===== config.mk =====
export PLATFORM = sky130hd
export DESIGN_NAME = decode_top
export DESIGN_NICKNAME = d
export VERILOG_FILES = /design/src/isa_pkg.sv /design/src/pipe_pkg.sv /design/src/src_if.sv /design/src/reg_file.sv /design/src/instr_decoder.sv /design/src/hazard_check.sv /design/src/id_stage.sv /design/src/decode_top.sv
export SDC_FILE = /design/constraint.sdc
export NUM_CORES = 2
export LEC_CHECK = 0
export BUFFER_PORTS_ARGS = -buffer_cell sky130_fd_sc_hd__buf_2
export CORE_MARGIN = 5
export CORE_UTILIZATION = 65
export DETAILED_ROUTE_END_ITERATION = 12
export PLACE_DENSITY = 0.85
export SETUP_SLACK_MARGIN = 0.02
export SYNTH_ARGS = -nofsm -noshare
export SYNTH_HDL_FRONTEND = slang
export SYNTH_SLANG_ARGS = --single-unit

===== constraint.sdc =====
create_clock -name clk -period 9.9 [get_ports clk]
set_input_delay 1.98 -clock clk [delete_from_list [all_inputs] [get_ports clk]]
set_output_delay 1.98 -clock clk [all_outputs]
set_load 0.03 [all_outputs]

===== src/isa_pkg.sv =====
/*
 * isa encodings for the decode stage
 * opcode and funct codes, field positions, decoder control encodings
 */
package isa_pkg;

    // field positions --------------------
    localparam int op_lsb = 26;
    localparam int rs_lsb = 21;
    localparam int rt_lsb = 16;
    localparam int rd_lsb = 11;
    localparam int sa_lsb = 6;

    // opcodes
    localparam logic [5:0] op_special = 6'h00;
    localparam logic [5:0] op_j       = 6'h02;
    localparam logic [5:0] op_jal     = 6'h03;
    localparam logic [5:0] op_beq     = 6'h04;
    localparam logic [5:0] op_bne     = 6'h05;
    localparam logic [5:0] op_addiu   = 6'h09;
    localparam logic [5:0] op_andi    = 6'h0c;
    localparam logic [5:0] op_ori     = 6'h0d;
    localparam logic [5:0] op_lui     = 6'h0f;
    localparam logic [5:0] op_lw      = 6'h23;
    localparam logic [5:0] op_sw      = 6'h2b;

    // funct codes under op_special
    localparam logic [5:0] fn_sll  = 6'h00;
    localparam logic [5:0] fn_addu = 6'h21;
    localparam logic [5:0] fn_subu = 6'h23;
    localparam logic [5:0] fn_and  = 6'h24;
    localparam logic [5:0] fn_or   = 6'h25;
    localparam logic [5:0] fn_xor  = 6'h26;
    localparam logic [5:0] fn_slt  = 6'h2a;

    // decoder controls, one-hot --------------------
    typedef enum logic [11:0] {
        alu_none = 12'h000,
        alu_add  = 12'h001,
        alu_sub  = 12'h002,
        alu_and  = 12'h004,
        alu_or   = 12'h008,
        alu_xor  = 12'h010,
        alu_slt  = 12'h020,
        alu_sll  = 12'h040,
        alu_lui  = 12'h080   // bits 8 to 11 spare
    } alu_op_e;

    typedef enum logic [2:0] {ext_none = 3'b000, ext_sign = 3'b001, ext_zero = 3'b010,
                              ext_sl2 = 3'b100} ext_mode_e;
    typedef enum logic [2:0] {bj_none = 3'b000, bj_branch = 3'b001,
                              bj_jump = 3'b010} bjpc_e;
    typedef enum logic [6:0] {br_none = 7'h00, br_eq = 7'h01, br_ne = 7'h02} brcal_e;
    typedef enum logic [4:0] {wb_none = 5'h00, wb_alu = 5'h01, wb_mem = 5'h02,
                              wb_link = 5'h04} sel_wb_e;
    typedef enum logic [1:0] {dm_none = 2'b00, dm_read = 2'b01, dm_write = 2'b10} sel_dm_e;
    typedef enum logic [2:0] {dst_none = 3'b000, dst_rt = 3'b001, dst_rd = 3'b010,
                              dst_r31 = 3'b100} wr_dst_e;

endpackage


===== src/pipe_pkg.sv =====
/*
 * pipeline-wide types and constants
 * register numbers, write and read types, reset pc values
 */
package pipe_pkg;

    typedef logic [4:0]  reg_num_t;
    typedef logic [31:0] word_t;

    localparam int       num_regs = 32;
    localparam reg_num_t ra_reg   = 5'd31;   // link register for jal

    // write type --------------------
    // one-hot on the stage whose result is first ready
    // bit 0 wb, bit 1 mem, bit 2 exe, zero for no write
    typedef logic [2:0] write_type_t;
    localparam write_type_t wt_none = 3'b000;
    localparam write_type_t wt_mem  = 3'b010;
    localparam write_type_t wt_exe  = 3'b100;

    // read type, which source fields are really read
    typedef logic [1:0] read_type_t;
    localparam read_type_t rd_none = 2'b00;
    localparam read_type_t rd_rs   = 2'b01;
    localparam read_type_t rd_rt   = 2'b10;
    localparam read_type_t rd_both = 2'b11;

    // loaded on reset and whenever the stage drains
    localparam word_t reset_pc   = 32'hbfc0_0000;
    localparam word_t reset_nnpc = 32'hbfc0_0008;

endpackage


===== src/src_if.sv =====
`timescale 1ns/10ps
/*
 * source operand bundle between the stage controller and the hazard checker
 */
interface src_if import pipe_pkg::*; ();

    reg_num_t   rs;
    reg_num_t   rt;
    read_type_t read_type;
    logic       ready;       // no pending write on a used source

    modport ctl (output rs, output rt, output read_type, input ready);
    modport chk (input rs, input rt, input read_type, output ready);

endinterface


===== src/reg_file.sv =====
`timescale 1ns/10ps
/*
 * 32 x 32-bit register file
 * byte-enabled write port, two combinational read ports, r0 fixed at zero
 */
module reg_file import pipe_pkg::*; (
    input  logic       clk,
    input  logic       rst_n,
    input  logic [3:0] wen,      // byte lanes
    input  reg_num_t   wnum,
    input  word_t      wdata,
    input  reg_num_t   rnum1,
    input  reg_num_t   rnum2,
    output word_t      rdata1,
    output word_t      rdata2
);

    word_t regs [num_regs];

    always_ff @(posedge clk) begin
        if (!rst_n) begin
            for (int i = 0; i < num_regs; i++) begin
                regs[i] <= '0;
            end
        end else if (wnum != '0) begin   // r0 is never written
            for (int b = 0; b < 4; b++) begin
                if (wen[b]) begin
                    regs[wnum][8*b +: 8] <= wdata[8*b +: 8];
                end
            end
        end
    end

    // old value shows in the writing cycle
    assign rdata1 = regs[rnum1];
    assign rdata2 = regs[rnum2];

endmodule


===== src/instr_decoder.sv =====
`timescale 1ns/10ps
/*
 * instruction decoder
 * field split and control generation for the integer subset
 */
module instr_decoder import isa_pkg::*, pipe_pkg::*; (
    input  word_t       instr,
    output reg_num_t    rs,
    output reg_num_t    rt,
    output reg_num_t    rd,
    output reg_num_t    sa,
    output logic [15:0] imm,
    output logic [25:0] instr_index,
    output wr_dst_e     wr_dst,
    output logic        sel_alud1,    // high picks sa
    output logic        sel_alud2,    // high picks the extended immediate
    output ext_mode_e   ext_mode,
    output bjpc_e       bjpc,
    output brcal_e      brcal,
    output alu_op_e     alu_op,
    output sel_dm_e     sel_dm,
    output sel_wb_e     sel_wb,
    output read_type_t  read_type,
    output write_type_t write_type,
    output logic        nop
);

    logic [5:0] op;
    logic [5:0] funct;

    // field split --------------------
    assign op          = instr[op_lsb +: 6];
    assign rs          = instr[rs_lsb +: 5];
    assign rt          = instr[rt_lsb +: 5];
    assign rd          = instr[rd_lsb +: 5];
    assign sa          = instr[sa_lsb +: 5];
    assign funct       = instr[5:0];
    assign imm         = instr[15:0];
    assign instr_index = instr[25:0];

    // control generation --------------------
    always_comb begin
        wr_dst     = dst_none;
        sel_alud1  = 1'b0;
        sel_alud2  = 1'b0;
        ext_mode   = ext_none;
        bjpc       = bj_none;
        brcal      = br_none;
        alu_op     = alu_none;
        sel_dm     = dm_none;
        sel_wb     = wb_none;
        read_type  = rd_none;
        write_type = wt_none;
        nop        = 1'b0;
        case (op)
            op_special: begin
                case (funct)
                    fn_addu: alu_op = alu_add;
                    fn_subu: alu_op = alu_sub;
                    fn_and:  alu_op = alu_and;
                    fn_or:   alu_op = alu_or;
                    fn_xor:  alu_op = alu_xor;
                    fn_slt:  alu_op = alu_slt;
                    fn_sll: begin
                        if (instr != '0) begin   // all-zero word stays a nop
                            alu_op = alu_sll;
                        end
                    end
                    default: alu_op = alu_none;
                endcase
                if (alu_op == alu_none) begin
                    nop = 1'b1;
                end else begin
                    wr_dst     = dst_rd;
                    sel_wb     = wb_alu;
                    write_type = wt_exe;
                    read_type  = rd_both;
                    if (alu_op == alu_sll) begin
                        sel_alud1 = 1'b1;
                        read_type = rd_rt;   // rs field unused by shifts
                    end
                end
            end
            op_addiu, op_andi, op_ori, op_lui: begin
                wr_dst     = dst_rt;
                sel_alud2  = 1'b1;
                sel_wb     = wb_alu;
                write_type = wt_exe;
                read_type  = (op == op_lui) ? rd_none : rd_rs;
                ext_mode   = ext_zero;
                case (op)
                    op_addiu: begin
                        alu_op   = alu_add;
                        ext_mode = ext_sign;
                    end
                    op_andi: alu_op = alu_and;
                    op_ori:  alu_op = alu_or;
                    default: alu_op = alu_lui;
                endcase
            end
            op_lw, op_sw: begin
                alu_op    = alu_add;   // base plus offset
                ext_mode  = ext_sign;
                sel_alud2 = 1'b1;
                if (op == op_lw) begin
                    wr_dst     = dst_rt;
                    sel_dm     = dm_read;
                    sel_wb     = wb_mem;
                    write_type = wt_mem;
                    read_type  = rd_rs;
                end else begin
                    sel_dm    = dm_write;
                    read_type = rd_both;
                end
            end
            op_beq, op_bne: begin
                ext_mode  = ext_sl2;
                bjpc      = bj_branch;
                read_type = rd_both;
                brcal     = (op == op_beq) ? br_eq : br_ne;
            end
            op_j, op_jal: begin
                bjpc = bj_jump;
                if (op == op_jal) begin
                    wr_dst     = dst_r31;
                    sel_wb     = wb_link;
                    write_type = wt_exe;
                end
            end
            default: nop = 1'b1;   // unknown opcode
        endcase
    end

endmodule


===== src/hazard_check.sv =====
`timescale 1ns/10ps
/*
 * read-after-write hazard check
 * holds decode while exe, mem or wb still owes a used source register
 */
module hazard_check import pipe_pkg::*; (
    input  write_type_t exe_write_type,
    input  write_type_t mem_write_type,
    input  write_type_t wb_write_type,
    input  reg_num_t    exe_wnum,
    input  reg_num_t    mem_wnum,
    input  reg_num_t    wb_wnum,
    src_if.chk          src
);

    logic exe_hit;
    logic mem_hit;
    logic wb_hit;

    // one later stage against both sources
    function automatic logic clash(write_type_t wt, reg_num_t wnum, reg_num_t rs,
                                   reg_num_t rt, read_type_t used);
        logic live;
        logic rs_hit;
        logic rt_hit;
        live   = (wt != wt_none) && (wnum != '0);   // r0 never carries a result
        rs_hit = ((used & rd_rs) != rd_none) && (wnum == rs);
        rt_hit = ((used & rd_rt) != rd_none) && (wnum == rt);
        return live && (rs_hit || rt_hit);
    endfunction

    assign exe_hit = clash(exe_write_type, exe_wnum, src.rs, src.rt, src.read_type);
    assign mem_hit = clash(mem_write_type, mem_wnum, src.rs, src.rt, src.read_type);
    assign wb_hit  = clash(wb_write_type, wb_wnum, src.rs, src.rt, src.read_type);

    assign src.ready = !(exe_hit || mem_hit || wb_hit);   // no forwarding, always stall

endmodule


===== src/id_stage.sv =====
`timescale 1ns/10ps
/*
 * decode stage controller
 * valid/allowin handshake, pc and instruction latch, operands and masking
 */
module id_stage import isa_pkg::*, pipe_pkg::*; (
    input  logic        clk,
    input  logic        rst_n,
    // handshake and fetch data
    input  logic        if_valid,
    input  word_t       if_pc,
    input  word_t       if_nnpc,
    input  word_t       if_instr,
    input  logic        exe_allowin,
    output logic        id_allowin,
    output logic        id_valid,
    // decoder side
    output word_t       instr,
    input  reg_num_t    rs,
    input  reg_num_t    rt,
    input  reg_num_t    rd,
    input  reg_num_t    sa,
    input  logic [15:0] imm,
    input  wr_dst_e     wr_dst,
    input  logic        sel_alud1,
    input  logic        sel_alud2,
    input  ext_mode_e   ext_mode,
    input  sel_dm_e     dec_sel_dm,
    input  sel_wb_e     dec_sel_wb,
    input  read_type_t  read_type,
    input  write_type_t dec_write_type,
    input  logic        nop,
    input  word_t       rdata1,
    input  word_t       rdata2,
    src_if.ctl          src,
    // results
    output word_t       aludata1,
    output word_t       aludata2,
    output word_t       rd1,
    output word_t       rd2,
    output word_t       extend_res,
    output reg_num_t    regnum,
    output word_t       id_pc,
    output word_t       id_nnpc,
    output logic [1:0]  sel_dm,
    output logic [4:0]  sel_wb,
    output write_type_t write_type
);

    logic     valid;
    logic     live;   // a real instruction sits in the stage
    reg_num_t dst;

    // handshake --------------------
    assign id_allowin = !valid || (src.ready && exe_allowin);
    assign id_valid   = valid && src.ready;

    always_ff @(posedge clk) begin
        if (!rst_n) begin
            valid <= 1'b0;
        end else if (id_allowin) begin
            valid <= if_valid;
        end
    end

    // pc and instruction latch, back to reset values when nothing arrives
    always_ff @(posedge clk) begin
        if (!rst_n || (id_allowin && !if_valid)) begin
            id_pc   <= reset_pc;
            id_nnpc <= reset_nnpc;
            instr   <= '0;   // decodes as nop
        end else if (id_allowin) begin
            id_pc   <= if_pc;
            id_nnpc <= if_nnpc;
            instr   <= if_instr;
        end
    end

    assign src.rs        = rs;
    assign src.rt        = rt;
    assign src.read_type = read_type;

    // immediate extension --------------------
    always_comb begin
        case (ext_mode)
            ext_zero: extend_res = {16'b0, imm};
            ext_sl2:  extend_res = {{14{imm[15]}}, imm, 2'b00};   // branch offset
            default:  extend_res = {{16{imm[15]}}, imm};
        endcase
    end

    // operands
    assign aludata1 = sel_alud1 ? {27'b0, sa} : rdata1;
    assign aludata2 = sel_alud2 ? extend_res : rdata2;
    assign rd1      = rdata1;
    assign rd2      = rdata2;

    // destination and masking --------------------
    always_comb begin
        case (wr_dst)
            dst_rt:  dst = rt;
            dst_rd:  dst = rd;
            default: dst = ra_reg;
        endcase
    end

    assign live       = valid && !nop;
    assign regnum     = dst & {5{live}};
    assign write_type = dec_write_type & {3{live}};
    assign sel_dm     = dec_sel_dm & {2{valid}};
    assign sel_wb     = dec_sel_wb & {5{valid}};

endmodule


===== src/decode_top.sv =====
`timescale 1ns/10ps
/*
 * instruction decode stage top
 * joins stage controller, decoder, register file and hazard checker
 */
module decode_top import isa_pkg::*, pipe_pkg::*; (
    input  logic        clk,
    input  logic        rst_n,
    input  logic        if_valid,
    input  word_t       if_pc,
    input  word_t       if_nnpc,
    input  word_t       if_instr,
    input  logic        exe_allowin,
    output logic        id_allowin,
    output logic        id_valid,
    // later-stage destinations
    input  write_type_t exe_write_type,
    input  write_type_t mem_write_type,
    input  write_type_t wb_write_type,
    input  reg_num_t    exe_wnum,
    input  reg_num_t    mem_wnum,
    input  reg_num_t    wb_wnum,   // also the write-back register
    // write-back port
    input  logic [3:0]  wb_wen,
    input  word_t       wb_wdata,
    // decode results
    output word_t       aludata1,
    output word_t       aludata2,
    output word_t       rd1,
    output word_t       rd2,
    output word_t       extend_res,
    output alu_op_e     alu_op,
    output logic [1:0]  sel_dm,
    output logic [4:0]  sel_wb,
    output write_type_t write_type,
    output reg_num_t    regnum,
    output word_t       id_pc,
    output word_t       id_nnpc,
    output logic [25:0] instr_index,
    output bjpc_e       bjpc,
    output brcal_e      brcal
);

    word_t       instr;
    reg_num_t    rs;
    reg_num_t    rt;
    reg_num_t    rd;
    reg_num_t    sa;
    logic [15:0] imm;
    wr_dst_e     wr_dst;
    logic        sel_alud1;
    logic        sel_alud2;
    ext_mode_e   ext_mode;
    sel_dm_e     dec_sel_dm;
    sel_wb_e     dec_sel_wb;
    read_type_t  read_type;
    write_type_t dec_write_type;
    logic        nop;
    word_t       rdata1;
    word_t       rdata2;

    src_if src ();

    // decoder outputs not renamed here go straight to the top ports
    instr_decoder decoder_i (
        .sel_dm     (dec_sel_dm),
        .sel_wb     (dec_sel_wb),
        .write_type (dec_write_type),
        .*
    );

    id_stage id_stage_i (.*);

    reg_file reg_file_i (
        .clk    (clk),
        .rst_n  (rst_n),
        .wen    (wb_wen),
        .wnum   (wb_wnum),
        .wdata  (wb_wdata),
        .rnum1  (rs),
        .rnum2  (rt),
        .rdata1 (rdata1),
        .rdata2 (rdata2)
    );

    hazard_check hazard_check_i (
        .exe_write_type (exe_write_type),
        .mem_write_type (mem_write_type),
        .wb_write_type  (wb_write_type),
        .exe_wnum       (exe_wnum),
        .mem_wnum       (mem_wnum),
        .wb_wnum        (wb_wnum),
        .src            (src)
    );

endmodule


==> results.cfg <==
[global_routing]
grt_max_degree = 153
antenna_found_initial = 15
grt_pass1_wl_um = 265000
globalRouteTotalUtil = 0.363
grt_overflow_total = 0
grt_pass1_vias = 39700

[die]
io-pin-count = 449
die_area_um2 = 99900
start_util = 0.654
rows = 112
chipHeight_um = 316
core_um2 = 93200
die_w_um = 316

[logic_synthesis]
syn_area_per_cell_um2 = 15.0
synth_area_um2 = 60900
synthArstFlopShare = 0
ys_ff_latch = 1131
synth-main-ff-cell = edfxtp_1
synth_cells = 4071
synth_edf_count = 1024
synth-warning-count = 0
ys_seq_area_frac = 0.540
synthDistinctLibCells = 51

[cts]
cts_max_path_buffers = 3
root_buffer = clkbuf_16
clkTransAtPathRegs_ps = 70
tritoncts = done
post_cts_resized = 0
hold_buffers = 0
post_cts_buffers = 0
clk_latency_ps = 710
cts.sinks = 1131
cts_buffers = 110
cts_max_level = 3

[critical_path]
critical_path.top_delay_family = multiplexers
cp_slowest_cell = dfxtp_4
crit_required_ps = 7920
endpoint_kind = output port
cp_max_fo = 36
slowest_delay_ps = 800
path_cells = buf_4, buf_4, mux4_2, mux4_2, mux2_2, nor2b_1, buf_2
timing_worst_setup_path_type = register to output port
cp_num_buf_inv = 3
reg2reg_from = id_stage_i.instr[30]$_SDFFE_PP0P_
cp-start-kind = register
cp.arrival_ps = 4670

[timing]
hold_viol_final = 0
skew_ps = 18.8
period_share = 0.671
worst_slew_pin_slew_ps = 1380
whs_ps = 455
slew_headroom = 0.0730
slew_violations = 0
max_freq_mhz = 150
setup_viol = 0
setup_tns_ps = 0
setup_ws_ps = 3250
fin_crit_ps = 6650
rsz0062_at_grt = false

[power]
switching_share = 0.272
netSwitchingPower_mw = 3.15
p_leak_nw = 22.9
ir_worst_vdd_v = 0.000157
seq_power_share = 0.489
intPower_mw = 8.43
p_per_area_nw_per_um2 = 172
pwr-share-clk = 0.358
combPwrFrac = 0.153

[place]
hpwl_um = 121000
pre_cts_slack_ps = 3640
globalplace.congestion = 0.910
portBuffers = 435

[status]
status = finished clean

[final_layout]
final_nets = 4510
area_growth_pct = 10.6
final_common_cell = edfxtp_1
multi_input_area_um2 = 26400
drive_gt1_frac = 0.330
final_core_util = 0.723
regArea_um2 = 32900
fillers = 5614
layout_common_cells = edfxtp_1 (1024), and2_1 (997), mux4_2 (640), buf_2 (434), nand2_1 (200)

[route]
routedWlPerCell_um = 31.9
dr.pass1.iters = 8
ant_nets = 0
drc = 0
first_iter_violations = 5893
vias = 40043
avgViaCountPerCell = 7.02
wl_um = 182000

[worst_hold_path]
hold_path.class = register to register
holdCritStartpoint = id_stage_i.id_nnpc[19]$_SDFFE_PP0P_

[job]
cap_violations = 0
-- stage by stage --
step	cells	power (mW)	instance area [um^2]
floorplan	4115	6.84	61100
global placement	5491	7.41	63900
detailed placement	5491	7.48	63900
CTS	5697	11.5	67400
global route	5701	11.8	67400
finish	5708	11.6	67400
-- area by class of cell --
cell class / count / area share
Clock buffer: 138 / 0.0437
Tap cell: 1254 / 0.0233
Clock inverter: 68 / 0.00797
Antenna cell: 10 / 0.000371
Timing Repair Buffer: 528 / 0.0440
Inverter: 9 / 0.000501
Multi-Input combinational cell: 2570 / 0.392
Sequential cell: 1131 / 0.489
-- path summary, 6_finish.rpt --
check	endpoint	slack (ps)	cells past startpoint
min	id_stage_i.id_nnpc[19]$_SDFFE_PP0P_	460	2
max	aludata1[31]	3250	7
min reg2reg	id_stage_i.id_nnpc[19]$_SDFFE_PP0P_	460	2
max reg2reg	id_stage_i.id_pc[11]$_SDFFE_PP0P_	5080	9
-- cells in the mapped netlist (8+ instances only) --
cell,count,share of area
edfxtp_1,1024,0.50
and2_1,998,0.10
mux4_2,640,0.24
clkbuf_1,280,0.017
nand2_1,204,0.013
nor2_1,182,0.011
o21ai_0,129,0.011
dfxtp_1,107,0.035
mux2i_1,107,0.018
mux2_2,99,0.018
buf_4,62,0.0076
buf_1,55,0.0034
nor2b_1,30,0.0031
xnor2_1,17,0.0024
o21ba_2,15,0.0025
xor2_1,14,0.0020
nor3_1,11,0.00090
inv_1,9,0.00055
nor4_1,9,0.00092
a21oi_1,8,0.00066
-- flip-flops by register name (all words and copies together), names as in the netlist, named ones only --
name / flops
id_stage_i.id_nnpc: 32
id_stage_i.id_pc: 32
id_stage_i.instr: 32
id_stage_i.valid: 1
reg_file_i.regs: 1024
-- power by group through the flow --
| stage | registers [mW] | logic (mW) | clock network, mW |
|---|---|---|---|
| after detailed placement | 5.75 | 1.73 | 0 |
| after global routing | 5.68 | 1.83 | 4.34 |
| after global placement | 5.71 | 1.70 | 0 |
| after floorplan | 5.66 | 1.18 | 0 |
| final | 5.66 | 1.78 | 4.14 |
| after CTS | 5.65 | 1.74 | 4.14 |
-- logic make-up after synthesis --
family,share of synthesized area
buf+inv,0.0300
other cells,0.0000616
mux,0.273
xor+xnor,0.00446
flops,0.540
compound gates,0.0172
simple gates,0.136
-- worst register-to-register path, cell delays in order, from the launching register on --
cell      delay [ps]
dfxtp_1          510
nor4_1           570
nand2_1          300
a311oi_4         260
buf_4            530
o32ai_1          420
a31oi_4          270
buf_4            760
buf_4            800
mux2i_1          320
-- per-layer routing --
metal  part of all wire  track usage
met5            0.00043            0
met4              0.070        0.206
met3               0.15        0.112
met2               0.47        0.563
met1               0.32        0.462
Power figures use the tool's default switching activity.
